**src/hdl/bridge_cfg_pkg.sv**
```systemverilog
// Numeric configuration of the NoC to AXI-Stream bridge
// Widths, credit count, credit-only threshold and queue depths
`default_nettype none

package bridge_cfg_pkg;

  // Flit payload width on the NoC side
  localparam int FlitWidth = 32;

  // Receive queue depth, also the credits per channel after reset
  localparam int NumCredits = 8;

  // Credit count width, must hold NumCredits
  localparam int CreditWidth = 4;

  // Owed credits that trigger a credit-only packet
  localparam int ForceSendThresh = NumCredits - 4;

  // Depth of the registered AXIS output stage
  localparam int OutDepth = 2;

  // tdata is the data header on top of the flit
  localparam int TdataWidth = FlitWidth + 1;

  // tuser holds data-valid, credit header and credit count
  localparam int TuserWidth = 2 + CreditWidth;

endpackage

`default_nettype wire

```
**src/hdl/bridge_types_pkg.sv**
```systemverilog
// Channel encoding and packet layout shared by both sides of the AXIS link
// Field order of axis_packet_t matches {tdata, tuser} from the top bit down
`default_nettype none

package bridge_types_pkg;

  // Virtual channel, used as data header and credit header
  typedef enum logic {
    VC_REQ = 1'b0,
    VC_RSP = 1'b1
  } vc_e;

  typedef logic [bridge_cfg_pkg::FlitWidth-1:0] flit_data_t;

  typedef logic [bridge_cfg_pkg::CreditWidth-1:0] credit_t;

  //////////////////////////////
  // Packet on the AXIS link
  //////////////////////////////

  // tdata = {data_vc, data}
  // tuser = {data_valid, credit_vc, credits}
  typedef struct packed {
    vc_e        data_vc;
    flit_data_t data;
    logic       data_valid;
    vc_e        credit_vc;
    credit_t    credits;
  } axis_packet_t;

endpackage

`default_nettype wire

```
**src/hdl/vc_tx_if.sv**
```systemverilog
// Request path from one channel's credit synchronizer to the AXIS packer
// One instance per virtual channel
`timescale 1ns/10ps
`default_nettype none

interface vc_tx_if;

  logic                         valid;
  logic                         ready;
  bridge_types_pkg::flit_data_t data;
  // No payload, only a credit return
  logic                         cred_only;
  // Credits owed to the far end, valid every cycle
  bridge_types_pkg::credit_t    owed;

  modport sync (
    output valid, data, cred_only, owed,
    input  ready
  );

  modport packer (
    input  valid, data, cred_only, owed,
    output ready
  );

endinterface

`default_nettype wire

```
**src/hdl/credit_sync.sv**
```systemverilog
// Per-channel credit keeper on the transmit side
// Gates flits on the send counter and tracks credits owed to the far end
`timescale 1ns/10ps
`default_nettype none

module credit_sync (
  input  logic                         clk_i,
  input  logic                         arst_n_i,

  // Flits from the NoC input
  input  logic                         flit_valid_i,
  input  bridge_types_pkg::flit_data_t flit_data_i,
  output logic                         flit_ready_o,

  // Towards the packer
  vc_tx_if.sync                        tx,

  // Packet with this channel's credits entered the output stage
  input  logic                         taken_i,
  // Receive queue handed a flit to the NoC
  input  logic                         drain_i,

  // Credits returned by the far end for this channel
  input  logic                         rx_cred_valid_i,
  input  bridge_types_pkg::credit_t    rx_credits_i
);

  bridge_types_pkg::credit_t send_cnt_q;
  bridge_types_pkg::credit_t send_cnt_d;
  bridge_types_pkg::credit_t owed_q;
  bridge_types_pkg::credit_t owed_d;

  logic has_credit;
  logic data_ok;
  logic cred_only;
  logic flit_xfer;

  //////////////////////////////
  // Request towards the packer
  //////////////////////////////

  assign has_credit = (send_cnt_q != '0);

  // A flit may only leave while the far end has room for it
  assign data_ok = flit_valid_i & has_credit;

  // Credit-only request when enough is owed and no data can carry it
  assign cred_only = (owed_q >= bridge_types_pkg::credit_t'(bridge_cfg_pkg::ForceSendThresh))
                     & ~data_ok;

  assign tx.valid     = data_ok | cred_only;
  assign tx.data      = flit_data_i;
  assign tx.cred_only = cred_only;
  assign tx.owed      = owed_q;

  assign flit_ready_o = tx.ready & data_ok;
  assign flit_xfer    = flit_valid_i & flit_ready_o;

  //////////////////////////////
  // Credit counters
  //////////////////////////////

  always_comb begin
    send_cnt_d = send_cnt_q;
    if (flit_xfer) begin
      send_cnt_d = send_cnt_d - bridge_types_pkg::credit_t'(1);
    end
    if (rx_cred_valid_i) begin
      send_cnt_d = send_cnt_d + rx_credits_i;
    end
  end

  // Reported credits equal owed_q, so taking clears the count
  // while a drain in the same cycle is still counted
  always_comb begin
    owed_d = taken_i ? '0 : owed_q;
    if (drain_i) begin
      owed_d = owed_d + bridge_types_pkg::credit_t'(1);
    end
  end

  always_ff @(posedge clk_i or negedge arst_n_i) begin
    if (!arst_n_i) begin
      send_cnt_q <= bridge_types_pkg::credit_t'(bridge_cfg_pkg::NumCredits);
      owed_q     <= '0;
    end else begin
      send_cnt_q <= send_cnt_d;
      owed_q     <= owed_d;
    end
  end

endmodule

`default_nettype wire

```
**src/hdl/axis_packer.sv**
```systemverilog
// Round-robin merge of the two channel requests into one packet stream
// Each packet piggy-backs the credits of the channel owed more
`timescale 1ns/10ps
`default_nettype none

module axis_packer (
  input  logic                           clk_i,
  input  logic                           arst_n_i,

  vc_tx_if.packer                        req_tx,
  vc_tx_if.packer                        rsp_tx,

  // Credits of that channel left with the packet
  output logic                           taken_req_o,
  output logic                           taken_rsp_o,

  output logic                           pkt_valid_o,
  output bridge_types_pkg::axis_packet_t pkt_o,
  input  logic                           pkt_ready_i
);

  bridge_types_pkg::axis_packet_t req_pkt;
  bridge_types_pkg::axis_packet_t rsp_pkt;
  bridge_types_pkg::vc_e          cred_vc;
  bridge_types_pkg::credit_t      cred_cnt;
  bridge_types_pkg::vc_e          grant;
  bridge_types_pkg::vc_e          rr_q;
  bridge_types_pkg::vc_e          lock_vc_q;
  logic                           lock_q;
  logic                           xfer;

  //////////////////////////////
  // Candidate packets
  //////////////////////////////

  // Strictly more owed wins, a tie goes to the response channel
  assign cred_vc  = (req_tx.owed > rsp_tx.owed) ? bridge_types_pkg::VC_REQ
                                                : bridge_types_pkg::VC_RSP;
  assign cred_cnt = (req_tx.owed > rsp_tx.owed) ? req_tx.owed : rsp_tx.owed;

  always_comb begin
    req_pkt.data_vc    = bridge_types_pkg::VC_REQ;
    req_pkt.data       = req_tx.data;
    req_pkt.data_valid = ~req_tx.cred_only;
    req_pkt.credit_vc  = cred_vc;
    req_pkt.credits    = cred_cnt;

    rsp_pkt.data_vc    = bridge_types_pkg::VC_RSP;
    rsp_pkt.data       = rsp_tx.data;
    rsp_pkt.data_valid = ~rsp_tx.cred_only;
    rsp_pkt.credit_vc  = cred_vc;
    rsp_pkt.credits    = cred_cnt;
  end

  //////////////////////////////
  // Arbitration
  //////////////////////////////

  always_comb begin
    if (lock_q) begin
      grant = lock_vc_q;
    end else if (req_tx.valid && rsp_tx.valid) begin
      grant = rr_q;
    end else if (req_tx.valid) begin
      grant = bridge_types_pkg::VC_REQ;
    end else begin
      grant = bridge_types_pkg::VC_RSP;
    end
  end

  assign pkt_valid_o = (grant == bridge_types_pkg::VC_REQ) ? req_tx.valid : rsp_tx.valid;
  assign pkt_o       = (grant == bridge_types_pkg::VC_REQ) ? req_pkt : rsp_pkt;
  assign xfer        = pkt_valid_o & pkt_ready_i;

  assign req_tx.ready = pkt_ready_i & (grant == bridge_types_pkg::VC_REQ);
  assign rsp_tx.ready = pkt_ready_i & (grant == bridge_types_pkg::VC_RSP);

  assign taken_req_o = xfer & (pkt_o.credit_vc == bridge_types_pkg::VC_REQ);
  assign taken_rsp_o = xfer & (pkt_o.credit_vc == bridge_types_pkg::VC_RSP);

  // Hold a stalled grant, pointer moves past the winner on transfer
  always_ff @(posedge clk_i or negedge arst_n_i) begin
    if (!arst_n_i) begin
      rr_q      <= bridge_types_pkg::VC_REQ;
      lock_vc_q <= bridge_types_pkg::VC_REQ;
      lock_q    <= 1'b0;
    end else begin
      lock_q    <= pkt_valid_o & ~pkt_ready_i;
      lock_vc_q <= grant;
      if (xfer) begin
        rr_q <= (grant == bridge_types_pkg::VC_REQ) ? bridge_types_pkg::VC_RSP
                                                    : bridge_types_pkg::VC_REQ;
      end
    end
  end

endmodule

`default_nettype wire

```
**src/hdl/axis_unpacker.sv**
```systemverilog
// Receive-side decode of AXIS beats into channel writes and credit returns
// Purely combinational, sits between the AXIS input and the receive queues
`timescale 1ns/10ps
`default_nettype none

module axis_unpacker (
  input  logic                                  tvalid_i,
  input  logic [bridge_cfg_pkg::TdataWidth-1:0] tdata_i,
  input  logic [bridge_cfg_pkg::TuserWidth-1:0] tuser_i,
  output logic                                  tready_o,

  // Writes into the receive queues
  output logic                                  req_wvalid_o,
  output logic                                  rsp_wvalid_o,
  output bridge_types_pkg::flit_data_t          wdata_o,
  input  logic                                  req_wready_i,
  input  logic                                  rsp_wready_i,

  // Credits returned by the far end
  output logic                                  rx_cred_valid_o,
  output bridge_types_pkg::vc_e                 rx_cred_vc_o,
  output bridge_types_pkg::credit_t             rx_credits_o
);

  bridge_types_pkg::axis_packet_t pkt;
  logic                           is_req;

  // Struct layout matches {tdata, tuser}
  assign pkt    = bridge_types_pkg::axis_packet_t'({tdata_i, tuser_i});
  assign is_req = (pkt.data_vc == bridge_types_pkg::VC_REQ);

  assign req_wvalid_o = tvalid_i & pkt.data_valid & is_req;
  assign rsp_wvalid_o = tvalid_i & pkt.data_valid & ~is_req;
  assign wdata_o      = pkt.data;

  // Credit-only beats never wait on a queue
  assign tready_o = ~pkt.data_valid | (is_req ? req_wready_i : rsp_wready_i);

  assign rx_cred_valid_o = tvalid_i & tready_o;
  assign rx_cred_vc_o    = pkt.credit_vc;
  assign rx_credits_o    = pkt.credits;

endmodule

`default_nettype wire

```
**src/hdl/vc_fifo.sv**
```systemverilog
// Valid/ready FIFO with a fill count, any depth and payload type
// Output comes straight from storage, so it holds under back-pressure
`timescale 1ns/10ps
`default_nettype none

module vc_fifo #(
  parameter int  Depth = 2,
  parameter type T     = logic
) (
  input  logic clk_i,
  input  logic arst_n_i,

  input  logic valid_i,
  input  T     data_i,
  output logic ready_o,

  output logic valid_o,
  output T     data_o,
  input  logic ready_i
);

  localparam int AddrWidth  = (Depth > 1) ? $clog2(Depth) : 1;
  localparam int CountWidth = $clog2(Depth + 1);

  T                      mem [Depth];
  logic [AddrWidth-1:0]  wr_ptr_q;
  logic [AddrWidth-1:0]  rd_ptr_q;
  logic [CountWidth-1:0] count_q;
  logic                  push;
  logic                  pop;

  assign ready_o = (count_q != CountWidth'(Depth));
  assign valid_o = (count_q != '0);
  assign data_o  = mem[rd_ptr_q];

  assign push = valid_i & ready_o;
  assign pop  = valid_o & ready_i;

  always_ff @(posedge clk_i) begin
    if (push) begin
      mem[wr_ptr_q] <= data_i;
    end
  end

  // Pointers wrap at Depth, which need not be a power of two
  always_ff @(posedge clk_i or negedge arst_n_i) begin
    if (!arst_n_i) begin
      wr_ptr_q <= '0;
      rd_ptr_q <= '0;
      count_q  <= '0;
    end else begin
      if (push) begin
        wr_ptr_q <= (wr_ptr_q == AddrWidth'(Depth - 1)) ? '0 : wr_ptr_q + 1'b1;
      end
      if (pop) begin
        rd_ptr_q <= (rd_ptr_q == AddrWidth'(Depth - 1)) ? '0 : rd_ptr_q + 1'b1;
      end
      case ({push, pop})
        2'b10:   count_q <= count_q + 1'b1;
        2'b01:   count_q <= count_q - 1'b1;
        default: count_q <= count_q;
      endcase
    end
  end

endmodule

`default_nettype wire

```
**src/hdl/noc_axis_bridge.sv**
```systemverilog
// Top level of the credit-based bridge between a two-channel NoC port and AXIS
// Transmit path merges both channels, receive path splits them into queues
`timescale 1ns/10ps
`default_nettype none

module noc_axis_bridge (
  input  logic                                  clk_i,
  input  logic                                  arst_n_i,

  // NoC inputs
  input  logic                                  req_in_valid_i,
  input  bridge_types_pkg::flit_data_t          req_in_data_i,
  output logic                                  req_in_ready_o,
  input  logic                                  rsp_in_valid_i,
  input  bridge_types_pkg::flit_data_t          rsp_in_data_i,
  output logic                                  rsp_in_ready_o,

  // NoC outputs
  output logic                                  req_out_valid_o,
  output bridge_types_pkg::flit_data_t          req_out_data_o,
  input  logic                                  req_out_ready_i,
  output logic                                  rsp_out_valid_o,
  output bridge_types_pkg::flit_data_t          rsp_out_data_o,
  input  logic                                  rsp_out_ready_i,

  // AXIS towards the far end
  output logic                                  axis_out_tvalid_o,
  output logic [bridge_cfg_pkg::TdataWidth-1:0] axis_out_tdata_o,
  output logic [bridge_cfg_pkg::TuserWidth-1:0] axis_out_tuser_o,
  input  logic                                  axis_out_tready_i,

  // AXIS from the far end
  input  logic                                  axis_in_tvalid_i,
  input  logic [bridge_cfg_pkg::TdataWidth-1:0] axis_in_tdata_i,
  input  logic [bridge_cfg_pkg::TuserWidth-1:0] axis_in_tuser_i,
  output logic                                  axis_in_tready_o
);

  vc_tx_if req_tx_if ();
  vc_tx_if rsp_tx_if ();

  logic                           taken_req;
  logic                           taken_rsp;
  logic                           pkt_valid;
  logic                           pkt_ready;
  bridge_types_pkg::axis_packet_t pkt;
  bridge_types_pkg::axis_packet_t out_pkt;

  logic                           req_wvalid;
  logic                           rsp_wvalid;
  logic                           req_wready;
  logic                           rsp_wready;
  bridge_types_pkg::flit_data_t   wdata;
  logic                           rx_cred_valid;
  bridge_types_pkg::vc_e          rx_cred_vc;
  bridge_types_pkg::credit_t      rx_credits;
  logic                           req_rx_cred;
  logic                           rsp_rx_cred;
  logic                           req_drain;
  logic                           rsp_drain;

  //////////////////////////////
  // Transmit path
  //////////////////////////////

  assign req_rx_cred = rx_cred_valid & (rx_cred_vc == bridge_types_pkg::VC_REQ);
  assign rsp_rx_cred = rx_cred_valid & (rx_cred_vc == bridge_types_pkg::VC_RSP);
  assign req_drain   = req_out_valid_o & req_out_ready_i;
  assign rsp_drain   = rsp_out_valid_o & rsp_out_ready_i;

  credit_sync u_req_sync (
    .clk_i           (clk_i),
    .arst_n_i        (arst_n_i),
    .flit_valid_i    (req_in_valid_i),
    .flit_data_i     (req_in_data_i),
    .flit_ready_o    (req_in_ready_o),
    .tx              (req_tx_if.sync),
    .taken_i         (taken_req),
    .drain_i         (req_drain),
    .rx_cred_valid_i (req_rx_cred),
    .rx_credits_i    (rx_credits)
  );

  credit_sync u_rsp_sync (
    .clk_i           (clk_i),
    .arst_n_i        (arst_n_i),
    .flit_valid_i    (rsp_in_valid_i),
    .flit_data_i     (rsp_in_data_i),
    .flit_ready_o    (rsp_in_ready_o),
    .tx              (rsp_tx_if.sync),
    .taken_i         (taken_rsp),
    .drain_i         (rsp_drain),
    .rx_cred_valid_i (rsp_rx_cred),
    .rx_credits_i    (rx_credits)
  );

  axis_packer u_packer (
    .clk_i       (clk_i),
    .arst_n_i    (arst_n_i),
    .req_tx      (req_tx_if.packer),
    .rsp_tx      (rsp_tx_if.packer),
    .taken_req_o (taken_req),
    .taken_rsp_o (taken_rsp),
    .pkt_valid_o (pkt_valid),
    .pkt_o       (pkt),
    .pkt_ready_i (pkt_ready)
  );

  // Registered stage keeps tdata and tuser stable while stalled
  vc_fifo #(
    .Depth (bridge_cfg_pkg::OutDepth),
    .T     (bridge_types_pkg::axis_packet_t)
  ) u_out_stage (
    .clk_i    (clk_i),
    .arst_n_i (arst_n_i),
    .valid_i  (pkt_valid),
    .data_i   (pkt),
    .ready_o  (pkt_ready),
    .valid_o  (axis_out_tvalid_o),
    .data_o   (out_pkt),
    .ready_i  (axis_out_tready_i)
  );

  assign axis_out_tdata_o = {out_pkt.data_vc, out_pkt.data};
  assign axis_out_tuser_o = {out_pkt.data_valid, out_pkt.credit_vc, out_pkt.credits};

  //////////////////////////////
  // Receive path
  //////////////////////////////

  axis_unpacker u_unpacker (
    .tvalid_i        (axis_in_tvalid_i),
    .tdata_i         (axis_in_tdata_i),
    .tuser_i         (axis_in_tuser_i),
    .tready_o        (axis_in_tready_o),
    .req_wvalid_o    (req_wvalid),
    .rsp_wvalid_o    (rsp_wvalid),
    .wdata_o         (wdata),
    .req_wready_i    (req_wready),
    .rsp_wready_i    (rsp_wready),
    .rx_cred_valid_o (rx_cred_valid),
    .rx_cred_vc_o    (rx_cred_vc),
    .rx_credits_o    (rx_credits)
  );

  vc_fifo #(
    .Depth (bridge_cfg_pkg::NumCredits),
    .T     (bridge_types_pkg::flit_data_t)
  ) u_req_queue (
    .clk_i    (clk_i),
    .arst_n_i (arst_n_i),
    .valid_i  (req_wvalid),
    .data_i   (wdata),
    .ready_o  (req_wready),
    .valid_o  (req_out_valid_o),
    .data_o   (req_out_data_o),
    .ready_i  (req_out_ready_i)
  );

  vc_fifo #(
    .Depth (bridge_cfg_pkg::NumCredits),
    .T     (bridge_types_pkg::flit_data_t)
  ) u_rsp_queue (
    .clk_i    (clk_i),
    .arst_n_i (arst_n_i),
    .valid_i  (rsp_wvalid),
    .data_i   (wdata),
    .ready_o  (rsp_wready),
    .valid_o  (rsp_out_valid_o),
    .data_o   (rsp_out_data_o),
    .ready_i  (rsp_out_ready_i)
  );

endmodule

`default_nettype wire

```
**config.mk**
```make
export PLATFORM = sky130hd
export DESIGN_NAME = noc_axis_bridge
export DESIGN_NICKNAME = d
export VERILOG_FILES = /design/src/hdl/bridge_cfg_pkg.sv /design/src/hdl/bridge_types_pkg.sv /design/src/hdl/vc_tx_if.sv /design/src/hdl/credit_sync.sv /design/src/hdl/axis_packer.sv /design/src/hdl/axis_unpacker.sv /design/src/hdl/vc_fifo.sv /design/src/hdl/noc_axis_bridge.sv
export SDC_FILE = /design/constraint.sdc
export NUM_CORES = 1
export LEC_CHECK = 0
export BUFFER_PORTS_ARGS = -buffer_cell sky130_fd_sc_hd__buf_4
export CORE_ASPECT_RATIO = 1.25
export CORE_MARGIN = 3
export CORE_UTILIZATION = 60
export DETAILED_ROUTE_END_ITERATION = 10
export PLACE_DENSITY = 0.8
export SLEW_MARGIN = 20
export SYNTH_ARGS = -nofsm -noshare
export SYNTH_HDL_FRONTEND = slang
export SYNTH_HIERARCHICAL = 1
export SYNTH_SLANG_ARGS = --single-unit
```
**constraint.sdc**
```tcl
create_clock -name clk_i -period 4.9 [get_ports clk_i]
set_input_delay 0.245 -clock clk_i [delete_from_list [all_inputs] [get_ports clk_i]]
set_output_delay 0.245 -clock clk_i [all_outputs]
set_load 0.05 [all_outputs]
```
### Yosys cells after proc, flatten, opt, wreduce, memory -nomap -nowiden

Memories as Yosys holds them, arrays and structs flattened.
Cells that the tools add are included.
Widths: inputs -> output; s select.

| word-level totals | value |
|---|---|
| register bits | 43 |
| memory bits (writable) | 590 |
| input port bits | 111 |
| output and inout bits | 109 |
| logic and storage cells | 132 |
| memories kept | 3 |

| operators by class | value |
|---|---|
| $add $sub $neg | 18 |
| $lt $le $gt $ge | 3 |
| equality and inequality tests | 13 |
| mux-type cells | 32 |
| bitwise operators | 38 |
| reduce and logical (&&, ||, !) cells | 9 |

Memory list:

| memory | depth | width | read ports | clocked after memory_dff | wr ports | RTL line | RTL |
|---|---|---|---|---|---|---|---|
| u_req_queue.mem | 8 | 32 | 1 | 0 | 1 | vc_fifo.sv:25 | `T mem [Depth];` |
| u_rsp_queue.mem | 8 | 32 | 1 | 0 | 1 | vc_fifo.sv:25 |  |
| u_out_stage.mem | 2 | 39 | 1 | 0 | 1 | vc_fifo.sv:25 |  |

Operators by type and width:

| cell | count |
|---|---|
| $mux 39 | 1 |
| $mux 4 | 9 |
| $and 1x1->1 | 25 |
| $add 4x1->4 const B | 4 |
| $pmux 4 s2 | 2 |
| $reduce_bool 4->1 | 4 |
| $sub 4x1->4 const B | 4 |
| $mux 1 | 15 |
| $add 3x1->3 const B | 4 |
| $eq 3x3->1 const B | 4 |
| $mux 3 | 4 |
| $not 1->1 | 10 |
| $add 4x4->4 | 2 |
| $ge 4x3->1 const B | 2 |
| $ne 4x4->1 const B | 2 |
| $reduce_bool 2->1 | 4 |
| $eq 2x1->1 const B | 3 |
| $eq 2x2->1 const B | 3 |
| $gt 4x4->1 | 1 |
| $pmux 2 s2 | 1 |
| $or 1x1->1 | 3 |
| $add 1x1->1 const B | 2 |
| $add 2x1->2 const B | 1 |
| $ne 2x2->1 const B | 1 |
| other kinds (2) | 2 |

### Longest topological paths before layout

| depth | value |
|---|---|
| depth in word-level cells | 15 |
| gate-level depth with buffers | 17 |
| depth with buffers taken out | 16 |

### Modules after synthesis

The synthesis kept the hierarchy.

By module, submodules not included:

| module | times used | cells each | area each (sq um) | seq. area each (sq um) |
|---|---|---|---|---|
| vc_fifo (u_req_queue) | 1 | 437 | 10291.1 | 7937.6 |
| vc_fifo (u_rsp_queue) | 1 | 435 | 10273.6 | 7937.6 |
| vc_fifo (u_out_stage) | 1 | 138 | 3006.6 | 2442.3 |
| axis_packer | 1 | 73 | 863.3 | 75.1 |
| credit_sync (u_req_sync) | 1 | 86 | 800.8 | 201.4 |
| credit_sync (u_rsp_sync) | 1 | 83 | 794.5 | 201.4 |
| axis_unpacker | 1 | 43 | 314.1 | 0.0 |
| noc_axis_bridge | 1 | 4 | 28.8 | 0.0 |

### Least setup slack after synthesis

No wires, ideal clock.

| timing path | value |
|---|---|
| path kind | reg2reg |
| start | register u_req_queue.count_q[3] |
| end | memory u_req_queue/mem[0][0] in the netlist's numbering, enable pin |
| arrival time | 3810 ps |
| required time | 4399 ps |
| path slack | 589 ps |
| cell stages (with the launch flop) | 4 |
| path through | dfrtp_1 or4b_4 nand2_2 nor4_1 |

| on the way | value |
|---|---|
| longest elaborated chain between the ends | 4 |

RTL lines:

| element | RTL line | RTL |
|---|---|---|
| from (decl) | vc_fifo.sv:28 | `logic [CountWidth-1:0] count_q;` |
| from (signal assigned) | vc_fifo.sv:59 | `2'b10: count_q <= count_q + 1'b1;` |
| from (signal assigned) | vc_fifo.sv:60 | `2'b01: count_q <= count_q - 1'b1;` |
| from (signal assigned) | vc_fifo.sv:61 | `default: count_q <= count_q;` |
| $ne 4x4->1 | vc_fifo.sv:32 | `assign ready_o = (count_q != CountWidth'(Depth));` |
| net req_wready | noc_axis_bridge.sv:51 | `logic req_wready;` |
| $and 1x1->1 | vc_fifo.sv:36 | `assign push = valid_i & ready_o;` |
| $mux 1 | vc_fifo.sv:40 | `if (push) begin` |
| $mux 1 (not written as such) | vc_fifo.sv:41 | `mem[wr_ptr_q] <= data_i;` |
| to (decl) | vc_fifo.sv:25 |  |

The timed path passes the listed nets, and every way through them passes these cells.

### Worst setup path after layout

| timing path | value |
|---|---|
| start | register u_req_queue.rd_ptr_q[1] |
| end | output req_out_data_o[4] |

| on the way | value |
|---|---|
| longest elaborated chain between the ends | 1 |

RTL lines:

| element | RTL line | RTL |
|---|---|---|
| from (decl) | vc_fifo.sv:27 | `logic [AddrWidth-1:0] rd_ptr_q;` |
| from (signal assigned) | vc_fifo.sv:56 | `rd_ptr_q <= (rd_ptr_q == AddrWidth'(Depth - 1)) ? '0 : rd_ptr_q + 1'b1;` |
| $mem_v2 8x32 | -- |  |
| to (decl) | noc_axis_bridge.sv:20 | `output bridge_types_pkg::flit_data_t req_out_data_o,` |

No other way between the ends.

==> out/summary.txt <==
Status -> complete, no violations
Htree depth -> 2
Routability cong. -> 0.817
Fillers -> 2484
Cell Area, Synth -> 26400 um^2
GRT overflow -> 0
Core area -> 43300 um^2
Fin Setup TNS -> 0 ns
Worst hold start -> axis_in_tuser_i[0]
DRC -> 0
FF-to-FF Start -> u_rsp_sync/send_cnt_q[1]
CTS root buf -> clkbuf_16
Final wirelength -> 53.8 mm
CTS clk-pin slew, worst paths -> 0.06 ns
Synth area leader -> edfxtp_1
Port-buffer cells -> 219
Final ANT Viol Nets -> 0
CP endpoint kind -> primary output
Die Width -> 194 um
EDFF count, synth -> 590
Worst-Skew Late Latency -> 0.61 ns
Area share of the largest cell type after synthesis -> 67.2%
Layout cells sized above 1 -> 40.6%
Drt via density -> 5.94
Leak -> 10.6 nW
Ant. Diodes -> 0
Critical Path RT -> 4.66 ns
1st-pass router iterations -> 6
Worst Hold Slack -> 0.0583 ns
Synth Area in Adders -> 1.68%
Async set-or-reset flop fraction in the synthesized netlist -> 6.79%
Number of max-cap violations -> 0
XOR/XNOR Fraction of Synth Area -> 0.764%
Hpwl dp -> 29.5 mm
Crit path cell chain -> buf_4 -> mux4_2 -> mux2_2 -> buf_4
Post-synthesis cell type count -> 57
Initial DRC Count -> 1005
Maximum fanout along the worst path -> 35
Crit path DAT -> 3.07 ns
Hold crit path type -> primary input to register
RSZ-0062 raised after global routing -> false
Largest net degree at the start of global routing -> 67
IO Pins -> 220
Delay-heaviest family, CP -> flip-flops
Top cells by count, synth -> edfxtp_1, mux4_2, mux2_2
Average size of a mapped cell -> 20.3 um^2
Initial Utilization -> 60.9%
Post-synthesis register bit count -> 633
Post-CTS Resized -> 0
Syn Nets -> 1443
Register area share after synthesis -> 71.3%
Pwr Density -> 653 nW/um^2
Main combinational cell family by area after synthesis -> multiplexers
Vias -> 12800
Min Tclk post-route -> 3.32 ns
Peak VDD IR -> 0.530 mV
Main synth FF type -> edfxtp_1
Worst path slowest cell -> dfrtp_2
Final Net Count -> 1697
Initial antenna violation count -> 0
Crit path kind -> register to primary output
Die Area -> 46500 um^2
CP most frequent cell -> buf_4
Setup ws final -> 1.58 ns
Mux share of post-synthesis cell area -> 18.3%
Compound-gate portion of the synthesized area -> 1.03%
Chip height -> 240 um
Layout area overhead -> 16.6%
Vias in the first global route -> 14000
Post-synthesis simple-gate area fraction -> 2.55%
Final hold violations -> 0
Post-Syn Instances -> 1299
Fin crit share -> 67.7%
Top post-synthesis cells by area -> edfxtp_1, mux4_2, mux2_2
Count leader, synth -> edfxtp_1
Rel. slew slack -> 26.5%
Final Power -> 0.0201 W
Num rows -> 85
First-pass GRT wire length -> 83.2 mm
Clock sink count -> 633
Max Fclk -> 0.301 GHz
Nature of the critical path startpoint -> register
Buf+Inv Stages, Crit Path -> 2
Synth Warn # -> 6
Worst path max stage delay -> 1.00 ns
Clk_skew -> 0.0423 ns
# setup viols final -> 0
Clock buffer depth -> 3
CTS Buf Count -> 57
CP Launch Point -> u_req_queue/rd_ptr_q[1]
Utilization after layout -> 71.0%
Final Slew Violations -> 0
Worst Tran Pin Value -> 1.10 ns
Wire per inst -> 24.9 um
Dpl ws -> 1.73 ns
All-layer global routing usage -> 23.4%
CTS tree -> yes
-- flip-flops by register name, summed over array words and instances (netlist names) --
| register | flops |
|---|---|
| u_req_queue/mem | 256 |
| u_rsp_queue/mem | 256 |
| u_out_stage/mem | 78 |
| u_req_queue/count_q | 4 |
| u_req_sync/send_cnt_q | 4 |
| u_req_sync/tx.owed | 4 |
| u_rsp_queue/count_q | 4 |
| u_rsp_sync/send_cnt_q | 4 |
| u_rsp_sync/tx.owed | 4 |
| u_req_queue/rd_ptr_q | 3 |
| u_req_queue/wr_ptr_q | 3 |
| u_rsp_queue/rd_ptr_q | 3 |
| u_rsp_queue/wr_ptr_q | 3 |
| u_out_stage/count_q | 2 |
| u_out_stage/rd_ptr_q | 1 |
| u_out_stage/wr_ptr_q | 1 |
| u_packer/lock_q | 1 |
| u_packer/lock_vc_q | 1 |
| u_packer/rr_q | 1 |
-- power by group --
group	internal, W	total (W)	switching [W]	leakage [nW]
clock	0.00228	0.00417	0.00188	0.851
sequential	0.00681	0.00751	0.000698	5.85
combinational	0.00348	0.00841	0.00493	3.93
-- logic make-up after synthesis --
logic type,count (synthesis)
fa+ha+maj,33
simple gates,115
buf+inv,168
mux,293
compound gates,34
xor+xnor,23
flops,633
-- tightest hold or removal path: stages --
cell	delay, ns
buf_4	0.09
ha_1	0.12
mux2_2	0.13
-- final cells by class --
| type | count | area (um^2) | share of cell area [%] |
|---|---|---|---|
| Sequential cell | 633 | 18800 | 61.2 |
| Multi-Input combinational cell | 498 | 6540 | 21.3 |
| Timing Repair Buffer | 343 | 2870 | 9.32 |
| Clock buffer | 72 | 1500 | 4.89 |
| Tap cell | 565 | 707 | 2.30 |
| Clock inverter | 31 | 246 | 0.802 |
| Inverter | 20 | 75.1 | 0.244 |
-- cell usage in the layout, fill, tap and decap left out, drive strengths merged, types with 10 or more instances in the layout --
| cell type | count |
|---|---|
| clkinv | 24 |
| mux2 | 158 |
| buf | 245 |
| nor3 | 11 |
| nor2b | 13 |
| nand2b | 10 |
| ha | 29 |
| xnor2 | 11 |
| dfrtp | 41 |
| nor2 | 18 |
| xor2 | 12 |
| clkbuf | 72 |
| inv | 22 |
| mux4 | 128 |
| nand2 | 22 |
| dlygate4sd3 | 98 |
| edfxtp | 590 |
-- final timing paths --
check / end / slack, ns / depth (start not counted)
worst min register to register: u_out_stage/count_q[1] / 0.49 / 1
worst min-delay path: u_rsp_sync/send_cnt_q[0] / 0.06 / 3
worst max register to register: u_req_sync/send_cnt_q[3] / 1.69 / 16
worst max-delay path: req_out_data_o[4] / 1.58 / 4
min in group asynchronous: u_req_sync/send_cnt_q[1] / 0.21 / 2
max in group asynchronous: u_req_queue/rd_ptr_q[0] / 4.24 / 2
-- per-layer routing --
metal / routed length [um] / track usage (%) / vias up
met3: 3080 / 4.08 / 97
li1: - / - / 5595
met2: 28300 / 41.2 / 490
met1: 20600 / 29.8 / 6667
met5: 0 / 0 / -
met4: 1760 / 8.29 / 0
-- stage by stage --
stage               cells  area (um^2)
floorplan            1299        26400
global placement     1959        28000
detailed placement   1959        28000
CTS                  2160        30700
global route         2162        30700
finish               2162        30700
-- timing repair --
action	in CTS	in global routing
hold buffers	98	0
hold endpoints to repair	618	0
buffers inserted	0	0
(Power assumes the default switching activity.)
